`config.mk`:
```
export PLATFORM = sky130hd
export DESIGN_NAME = mbu_top
export DESIGN_NICKNAME = d
export VERILOG_FILES = /design/src/rtl/mbu_pkg.sv /design/src/rtl/mbu_cu_decode.sv /design/src/rtl/mbu_regfile.sv /design/src/rtl/mbu_wb_slave.sv /design/src/rtl/mbu_top.sv
export SDC_FILE = /design/constraint.sdc
export NUM_CORES = 1
export LEC_CHECK = 0
export BUFFER_PORTS_ARGS = -buffer_cell sky130_fd_sc_hd__buf_2
export CAP_MARGIN = 20
export CORE_ASPECT_RATIO = 1.25
export CORE_MARGIN = 2
export CORE_UTILIZATION = 51
export CTS_CLUSTER_DIAMETER = 60
export DETAILED_ROUTE_END_ITERATION = 12
export PLACE_DENSITY = 0.76
export SYNTH_ARGS = -nofsm -noshare
export SYNTH_HDL_FRONTEND = slang
export SYNTH_SLANG_ARGS = --single-unit
```
`constraint.sdc`:
```
create_clock -name clk -period 1.8 [get_ports clk]
set_input_delay 0 -clock clk [delete_from_list [all_inputs] [get_ports clk]]
set_output_delay 0 -clock clk [all_outputs]
set_load 0.05 [all_outputs]
```
`src/rtl/mbu_pkg.sv`:
```
// Memory bank unit widths, bus and control structs, state and opcode enums, constants

package mbu_pkg;

   //////////////////////////////////////////////////
   // Widths
   //////////////////////////////////////////////////

   // Bank registers are one byte each and there are eight of them
   localparam int BANK_W    = 8;
   localparam int IDX_W     = 3;
   localparam int NUM_BANKS = 1 << IDX_W;

   // The I/O address bus is 8 bits wide, microcode address fields are 5
   localparam int ADR_W   = 8;
   localparam int UADDR_W = 5;

   typedef logic [BANK_W-1:0] bank_t;
   typedef logic [IDX_W-1:0]  bank_idx_t;

   //////////////////////////////////////////////////
   // Control unit request
   //////////////////////////////////////////////////

   // One microcode step as seen by the MBU. The ir field carries IR bits 2..0
   typedef struct packed {
      logic [UADDR_W-1:0] raddr;
      logic [UADDR_W-1:0] waddr;
      logic               ir_idx;
      bank_idx_t          ir;
   } cu_ctrl_t;

   // Decoded control unit operation, one per cycle
   typedef enum logic [1:0] {
      CU_NOP,
      CU_READ_MBP,
      CU_WRITE_MBP,
      CU_WRITE_AR
   } cu_op_e;

   // Microcode addresses the MBU answers to
   localparam logic [UADDR_W-1:0] RADDR_READ_MBP      = 5'b01101;
   localparam logic [UADDR_W-1:0] WADDR_WRITE_MBP_A   = 5'b01100;
   localparam logic [UADDR_W-1:0] WADDR_WRITE_MBP_B   = 5'b01101;
   // Only the top three bits matter, the low two pick the bank
   localparam logic [UADDR_W-1:0] WADDR_WRITE_AR_BASE = 5'b00100;

   //////////////////////////////////////////////////
   // I/O bus (Wishbone classic)
   //////////////////////////////////////////////////

   typedef struct packed {
      logic             cyc;
      logic             stb;
      logic             we;
      logic [ADR_W-1:0] adr;
      bank_t            dat_w;
   } wb_req_t;

   typedef struct packed {
      logic  ack;
      bank_t dat_r;
   } wb_rsp_t;

   typedef enum logic {
      WB_IDLE,
      WB_ACK
   } wb_state_e;

   //////////////////////////////////////////////////
   // Fixed values
   //////////////////////////////////////////////////

   // Seen on every read port while the unit is still disabled
   localparam bank_t DEFAULT_ROM = 8'h80;
   localparam bank_t DEFAULT_RAM = 8'h00;

   // MBP is register 0, used for fetches and by write_mbp
   localparam bank_idx_t MBP_IDX = 3'd0;

   // Start of the 8-location I/O window unless the top level overrides it
   localparam logic [ADR_W-1:0] IO_BASE_DEFAULT = 8'h08;

endpackage

```
`src/rtl/mbu_cu_decode.sv`:
```
// Microcode address decoder, auto-index flag and aext register select

`timescale 1ns/1ps

module mbu_cu_decode (
   input  logic               clk,
   input  logic               rst_n,
   input  mbu_pkg::cu_ctrl_t  cu,
   output logic               mbp_wr,
   output mbu_pkg::bank_idx_t rd_sel,
   output logic               ibus_oe
);

   import mbu_pkg::*;

   logic   is_rmbp;
   logic   is_wmbp;
   logic   is_war;
   logic   idx_q;
   cu_op_e op;

   //////////////////////////////////////////////////
   // Address decoding
   //////////////////////////////////////////////////

   // read_mbp sits on a single read address
   assign is_rmbp = (cu.raddr == RADDR_READ_MBP);

   // write_mbp has two write addresses, the plain one and the one with flags
   assign is_wmbp = (cu.waddr == WADDR_WRITE_MBP_A) ||
                    (cu.waddr == WADDR_WRITE_MBP_B);

   // write_ar covers four write addresses, one per bank selector value
   assign is_war = (cu.waddr[UADDR_W-1:2] == WADDR_WRITE_AR_BASE[UADDR_W-1:2]);

   // A write of MBP wins over everything, then the read, then AR indexing.
   // The two write decodes cannot both hit since they share waddr
   always_comb begin
      if (is_wmbp) begin
         op = CU_WRITE_MBP;
      end else if (is_rmbp) begin
         op = CU_READ_MBP;
      end else if (is_war) begin
         op = CU_WRITE_AR;
      end else begin
         op = CU_NOP;
      end
   end

   //////////////////////////////////////////////////
   // Auto-index flag
   //////////////////////////////////////////////////

   // The control unit raises ir_idx one step ahead of the write_ar that
   // should use IR. The flag is reloaded every cycle, so it lives for
   // exactly one cycle after the edge that sampled it
   always_ff @(posedge clk or negedge rst_n) begin
      if (!rst_n) begin
         idx_q <= 1'b0;
      end else begin
         idx_q <= cu.ir_idx;
      end
   end

   //////////////////////////////////////////////////
   // Read addressing
   //////////////////////////////////////////////////

   // Bank shown on aext for each operation
   //   read_mbp       MBP, also driven onto the internal bus
   //   write_ar 00    MBP
   //   write_ar 01    MBD
   //   write_ar 10    MBS
   //   write_ar 11    register 3, or IR[2:0] when auto-indexing
   //   anything else  MBP so instruction fetches use the program bank
   always_comb begin
      case (op)
         CU_READ_MBP: begin
            rd_sel = MBP_IDX;
         end
         CU_WRITE_AR: begin
            if ((cu.waddr[1:0] == 2'b11) && idx_q) begin
               rd_sel = cu.ir;
            end else begin
               rd_sel = {1'b0, cu.waddr[1:0]};
            end
         end
         default: begin
            rd_sel = MBP_IDX;
         end
      endcase
   end

   // Write of MBP from the internal bus happens at the next rising edge
   assign mbp_wr = (op == CU_WRITE_MBP);

   // The MBU only drives the internal bus during read_mbp
   assign ibus_oe = (op == CU_READ_MBP);

endmodule

```
`src/rtl/mbu_regfile.sv`:
```
// Bank register file with enable flag, power-on default and two read ports

`timescale 1ns/1ps

module mbu_regfile (
   input  logic               clk,
   input  logic               rst_n,
   input  logic               fp_ram_rom,
   input  logic               mbp_wr,
   input  logic               io_wr,
   input  mbu_pkg::bank_t     ibus_in,
   input  mbu_pkg::bank_t     io_wdata,
   input  mbu_pkg::bank_idx_t rd_sel,
   input  mbu_pkg::bank_idx_t io_idx,
   output mbu_pkg::bank_t     aext,
   output mbu_pkg::bank_t     io_rdata
);

   import mbu_pkg::*;

   bank_t regs [NUM_BANKS];
   logic  enabled;
   bank_t default_val;

   //////////////////////////////////////////////////
   // Register storage
   //////////////////////////////////////////////////

   // Two writers share the file. The control unit only ever writes MBP,
   // the I/O side can write any of the eight registers. The bus slave
   // holds off while mbp_wr is high, so both never land on the same edge
   always_ff @(posedge clk or negedge rst_n) begin
      if (!rst_n) begin
         for (int i = 0; i < NUM_BANKS; i++) begin
            regs[i] <= '0;
         end
      end else begin
         if (mbp_wr) begin
            regs[MBP_IDX] <= ibus_in;
         end
         if (io_wr) begin
            regs[io_idx] <= io_wdata;
         end
      end
   end

   //////////////////////////////////////////////////
   // Power-on defaults
   //////////////////////////////////////////////////

   // The unit comes up disabled and stays so until a program writes any
   // bank register through the I/O window. Control unit writes of MBP do
   // not count, since a ROM bootstrap may run before the OS sets up banks
   always_ff @(posedge clk or negedge rst_n) begin
      if (!rst_n) begin
         enabled <= 1'b0;
      end else if (io_wr) begin
         enabled <= 1'b1;
      end
   end

   // While disabled the high byte of the address comes from the front
   // panel switch. ROM sits at bank 80 and RAM at bank 00
   assign default_val = fp_ram_rom ? DEFAULT_ROM : DEFAULT_RAM;

   //////////////////////////////////////////////////
   // Read ports
   //////////////////////////////////////////////////

   // Extended address output, selected by the control unit decoder.
   // It is purely combinational so a write shows up one cycle later
   always_comb begin
      if (enabled) begin
         aext = regs[rd_sel];
      end else begin
         aext = default_val;
      end
   end

   // I/O read port used by the bus slave for IN instructions
   always_comb begin
      if (enabled) begin
         io_rdata = regs[io_idx];
      end else begin
         io_rdata = default_val;
      end
   end

endmodule

```
`src/rtl/mbu_wb_slave.sv`:
```
// Wishbone classic slave for the bank register I/O window

`timescale 1ns/1ps

module mbu_wb_slave #(
   parameter logic [mbu_pkg::ADR_W-1:0] IO_BASE = mbu_pkg::IO_BASE_DEFAULT
) (
   input  logic               clk,
   input  logic               rst_n,
   input  mbu_pkg::wb_req_t   wb_req,
   output mbu_pkg::wb_rsp_t   wb_rsp,
   input  logic               mbp_wr,
   output logic               io_wr,
   output mbu_pkg::bank_idx_t io_idx,
   output mbu_pkg::bank_t     io_wdata,
   input  mbu_pkg::bank_t     io_rdata
);

   import mbu_pkg::*;

   wb_state_e state_q;
   wb_state_e state_d;
   logic      req_valid;
   logic      in_win;
   logic      accept;
   bank_t     rd_data_q;

   // The window is eight locations long and IO_BASE is expected to be
   // aligned to eight, so the upper address bits alone pick it out
   assign in_win    = (wb_req.adr[ADR_W-1:IDX_W] == IO_BASE[ADR_W-1:IDX_W]);
   assign req_valid = wb_req.cyc && wb_req.stb;

   // Register index and write data come straight from the bus
   assign io_idx   = wb_req.adr[IDX_W-1:0];
   assign io_wdata = wb_req.dat_w;

   //////////////////////////////////////////////////
   // Handshake FSM
   //////////////////////////////////////////////////

   // A request is taken from WB_IDLE unless the control unit writes MBP
   // in the same cycle. Then we simply wait and look again next edge
   always_comb begin
      state_d = state_q;
      accept  = 1'b0;
      case (state_q)
         WB_IDLE: begin
            if (req_valid && !mbp_wr) begin
               accept  = 1'b1;
               state_d = WB_ACK;
            end
         end
         // ack is up for one cycle, the master drops stb right after
         WB_ACK: begin
            state_d = WB_IDLE;
         end
         default: begin
            state_d = WB_IDLE;
         end
      endcase
   end

   always_ff @(posedge clk or negedge rst_n) begin
      if (!rst_n) begin
         state_q <= WB_IDLE;
      end else begin
         state_q <= state_d;
      end
   end

   // Writes commit on the accepting edge. Out-of-window writes are acked
   // but dropped
   assign io_wr = accept && wb_req.we && in_win;

   // Read data is captured when the request is taken, zero outside the window
   always_ff @(posedge clk) begin
      if (accept) begin
         rd_data_q <= in_win ? io_rdata : '0;
      end
   end

   always_comb begin
      wb_rsp.ack   = (state_q == WB_ACK);
      wb_rsp.dat_r = rd_data_q;
   end

endmodule

```
`src/rtl/mbu_top.sv`:
```
// Memory bank unit top level with decoder, register file and I/O bus slave

`timescale 1ns/1ps

module mbu_top #(
   parameter logic [mbu_pkg::ADR_W-1:0] IO_BASE = mbu_pkg::IO_BASE_DEFAULT
) (
   input  logic              clk,
   input  logic              rst_n,
   // Control unit side
   input  mbu_pkg::cu_ctrl_t cu,
   input  mbu_pkg::bank_t    ibus_in,
   output mbu_pkg::bank_t    ibus_out,
   output logic              ibus_oe,
   // Front panel RAM/ROM switch, high selects ROM
   input  logic              fp_ram_rom,
   // I/O bus
   input  mbu_pkg::wb_req_t  wb_req,
   output mbu_pkg::wb_rsp_t  wb_rsp,
   // Extended address above the 16-bit CPU address
   output mbu_pkg::bank_t    aext
);

   import mbu_pkg::*;

   logic      mbp_wr;
   bank_idx_t rd_sel;
   logic      io_wr;
   bank_idx_t io_idx;
   bank_t     io_wdata;
   bank_t     io_rdata;

   //////////////////////////////////////////////////
   // Decoding and read addressing
   //////////////////////////////////////////////////

   mbu_cu_decode mbu_cu_decode_i (
      .clk     (clk),
      .rst_n   (rst_n),
      .cu      (cu),
      .mbp_wr  (mbp_wr),
      .rd_sel  (rd_sel),
      .ibus_oe (ibus_oe)
   );

   //////////////////////////////////////////////////
   // Register file
   //////////////////////////////////////////////////

   mbu_regfile mbu_regfile_i (
      .clk        (clk),
      .rst_n      (rst_n),
      .fp_ram_rom (fp_ram_rom),
      .mbp_wr     (mbp_wr),
      .io_wr      (io_wr),
      .ibus_in    (ibus_in),
      .io_wdata   (io_wdata),
      .rd_sel     (rd_sel),
      .io_idx     (io_idx),
      .aext       (aext),
      .io_rdata   (io_rdata)
   );

   //////////////////////////////////////////////////
   // I/O bus interface
   //////////////////////////////////////////////////

   mbu_wb_slave #(
      .IO_BASE (IO_BASE)
   ) mbu_wb_slave_i (
      .clk      (clk),
      .rst_n    (rst_n),
      .wb_req   (wb_req),
      .wb_rsp   (wb_rsp),
      .mbp_wr   (mbp_wr),
      .io_wr    (io_wr),
      .io_idx   (io_idx),
      .io_wdata (io_wdata),
      .io_rdata (io_rdata)
   );

   // The internal bus carries the same byte as aext, qualified by ibus_oe
   assign ibus_out = aext;

endmodule

```
==> flow_summary.json <==
{
  "outcome": "complete, but fails checks",
  "violations": "setup timing",
  "use_met3": 0.0419,
  "antenna_cells": 0,
  "initialDrtViolationCount": 314,
  "critPathMaxFanout": 15,
  "drive_above_1_share": 0.474,
  "firstDrtPassIters": 5,
  "yosysWarnings": 0,
  "cap_violations": 0,
  "syn_avg_cell_area_um2": 12.5,
  "grt_use_met2": 0.431,
  "cp_num_buf_inv": 2,
  "grt.overflow.total": 0,
  "timing.hold.ws_ns": 0.165,
  "antenna_left": 0,
  "setup_viol": 16,
  "slowest_delay_ns": 0.39,
  "grt-busiest-layer": "met2",
  "pwr_density_cell_mw_per_mm2": 670,
  "setup-tns-final_ns": -3.70,
  "ys_async_sr_fraction": 0.893,
  "htreeDepth": 3,
  "intPower_uw": 2600,
  "via_count": 3339,
  "comb_power_share": 0.201,
  "hp-class": "input port to asynchronous set/reset pin",
  "swShare": 0.291,
  "yosys_most_used_dff": "dfrtp_1",
  "timing_hold_violations_final": 0,
  "layout_setup_ws_ns": -0.278,
  "fin_util": 0.698,
  "power_switching_uw": 1070,
  "cp_data_arrival_time_ns": 2.08,
  "synth_area_leaders": "dfrtp_1 (40%), mux2_2 (13%), mux4_2 (8.7%)",
  "syn_nets": 377,
  "synth_edf_count": 8,
  "path_cells": "nand3b_1, and2_4, buf_16, o211a_1, o21ai_1, a41o_4, buf_8",
  "postRouteWirelength_um": 11500,
  "dieHeight_um": 105,
  "slew_headroom": 0.562,
  "grt_max_degree": 45,
  "cts.path.max_buffers": 2,
  "synth_top_area_share": 0.404,
  "crit_family": "compound AO/OA/AOI/OAI gates",
  "skew_ns": 0.00780,
  "worstPathRequired_ns": 1.80,
  "grt_pass1_vias": 3406,
  "insertion_delay_ns": 0.36,
  "end_kind": "primary output",
  "cts_tree": "built",
  "initial_core_util": 0.530,
  "clock-sinks": 75,
  "synth_area_mm2": 0.00415,
  "timing.final.crit_share": 1.15,
  "viasPerCell": 6.21,
  "gp_congestion": 0.843,
  "rsz0062_at_grt": "true",
  "grt_usage": 0.269,
  "root_buffer": "clkbuf_8",
  "core_mm2": 0.00784,
  "power_frac_clock": 0.297,
  "grt_pass1_wl_um": 18100,
  "dpl_cell_area_mm2": 0.00477,
  "row_count": 36,
  "critPathKind": "register to primary output",
  "slowest_stage": "dfrtp_1",
  "syn_inst": 333,
  "antenna_found_initial": 0,
  "numCtsBuffers": 9,
  "yosysTopAreaCell": "dfrtp_1",
  "max-vdd-ir-drop_v": 0.000425,
  "synth_seq_cells": 75,
  "fin_crit_ns": 2.08,
  "p_leak_uw": 0.00249,
  "die_w_um": 84.7,
  "sequentialPowerShare": 0.502,
  "ios": 70,
  "finalNetCount": 482,
  "final_area_mm2": 0.00547,
  "hpwl_um": 7220,
  "drc": 0,
  "maxClockFrequency_mhz": 481,
  "cp-start-kind": "register",
  "ys_types": 38,
  "slew_viol_final": 0,
  "wire_per_inst_um": 21.4,
  "met1_usage": 0.354,
  "ys_seq_area_frac": 0.462,
  "portBuffers": 69,
  "fp.dieArea_mm2": 0.00888,
  "path_clk_slew_ns": 0.08,
  "syn2layout_area_growth_pct": 31.7,
  "tightest_slew_ns": 0.657
}
[metal layers]
metal / vias to the layer above / part of all wire
met1: 1670 / 0.39
li1: 1481 / -
met4: 0 / 0.030
met2: 160 / 0.51
met3: 28 / 0.073
met5: - / 0
[Yosys cell counts (5+ instances only)]
| cell type | n |
|---|---|
| dfrtp_1 | 67 |
| mux2_2 | 48 |
| mux2i_1 | 25 |
| a211oi_1 | 22 |
| nand2_1 | 20 |
| nor2_1 | 17 |
| mux4_2 | 16 |
| a21boi_0 | 15 |
| clkbuf_1 | 12 |
| buf_4 | 10 |
| a21oi_1 | 9 |
| edfxtp_1 | 8 |
| mux2_1 | 8 |
| a311oi_1 | 7 |
| buf_2 | 7 |
| o21a_1 | 7 |
| nand3_1 | 6 |
| nand3b_1 | 5 |
[layout by cell type (no fill, tap or decap), types with 2 or more instances in the layout]
cell           count
mux2i_1           24
a21boi_0          14
a211oi_2          14
inv_1              2
buf_12             6
a311oi_1           7
buf_2             53
dlygate4sd3_1     21
nand2_1           19
nor2_1            17
buf_6              6
o211a_1            2
mux2_1             8
dfrtp_1           67
edfxtp_1           8
o21a_2             7
buf_8             11
clkbuf_1           2
mux4_2            16
a211oi_1           8
nand4_1            2
clkinv_1           4
nand3b_1           5
mux2_2            48
a21oi_1            9
clkbuf_8           9
buf_4             26
nand2b_1           2
nand3_1            5
[layout make-up]
type | count | area (um2)
multi-input cells | 225 | 2200
repair buffers | 125 | 1080
clock inverters | 5 | 20.0
fillers | 552 | 2370
inverters | 2 | 7.51
clock buffers | 11 | 131
well taps | 95 | 119
flip-flops and latches | 75 | 1920
[cells by family after synthesis]
logic type | share of synthesized area
multiplexers | 0.299
flip-flops | 0.462
AO/OA/AOI/OAI | 0.116
AND/OR/NAND/NOR | 0.0811
buffers and inverters | 0.0428
[through the flow]
stage	power (uW)	setup slack, ns	cells
2_1_floorplan	2290	-0.0393	333
3_3_place_gp	2450	0.0453	496
3_5_place_dp	2470	0.0282	496
4_1_cts	3660	-0.281	539
5_1_grt	3810	-0.347	538
6_report	3660	-0.278	538
[power groups by stage]
stage	registers [uW]	logic, uW	clock network [uW]
after floorplan	1860	424	0
after global placement	1860	588	0
after detailed placement	1870	598	0
after CTS	1840	722	1100
after global routing	1850	781	1180
final	1840	736	1090
[timing repair]
| item | 4_1_cts | 5_1_grt |
|---|---|---|
| buffers inserted | 3 | 0 |
| pin swaps | 13 | 9 |
| endpoints found under the setup margin | 16 | 24 |
| gates resized for setup | 57 | 9 |
| endpoints found under the hold margin | 84 | 0 |
| cloned | 3 | 1 |
| hold buffers | 21 | 0 |
[path summary, 6_finish.rpt]
check,from,end,slack (ns),depth (start not counted)
max in group asynchronous,rst_n,asynchronous set/reset pin,0.97,3
setup reg to reg,mbu_wb_slave_i.state_q,mbu_regfile_i.regs[62],0.09,6
min in group clk,wb_req[17],mbu_wb_slave_i.state_q,0.17,4
hold reg to reg,register,register,0.53,1
hold / removal,rst_n,mbu_regfile_i.regs[59],0.17,2
setup / recovery,mbu_cu_decode_i.idx_q,aext[7],-0.28,7
Note: power is estimated with default switching activity, not from simulation.
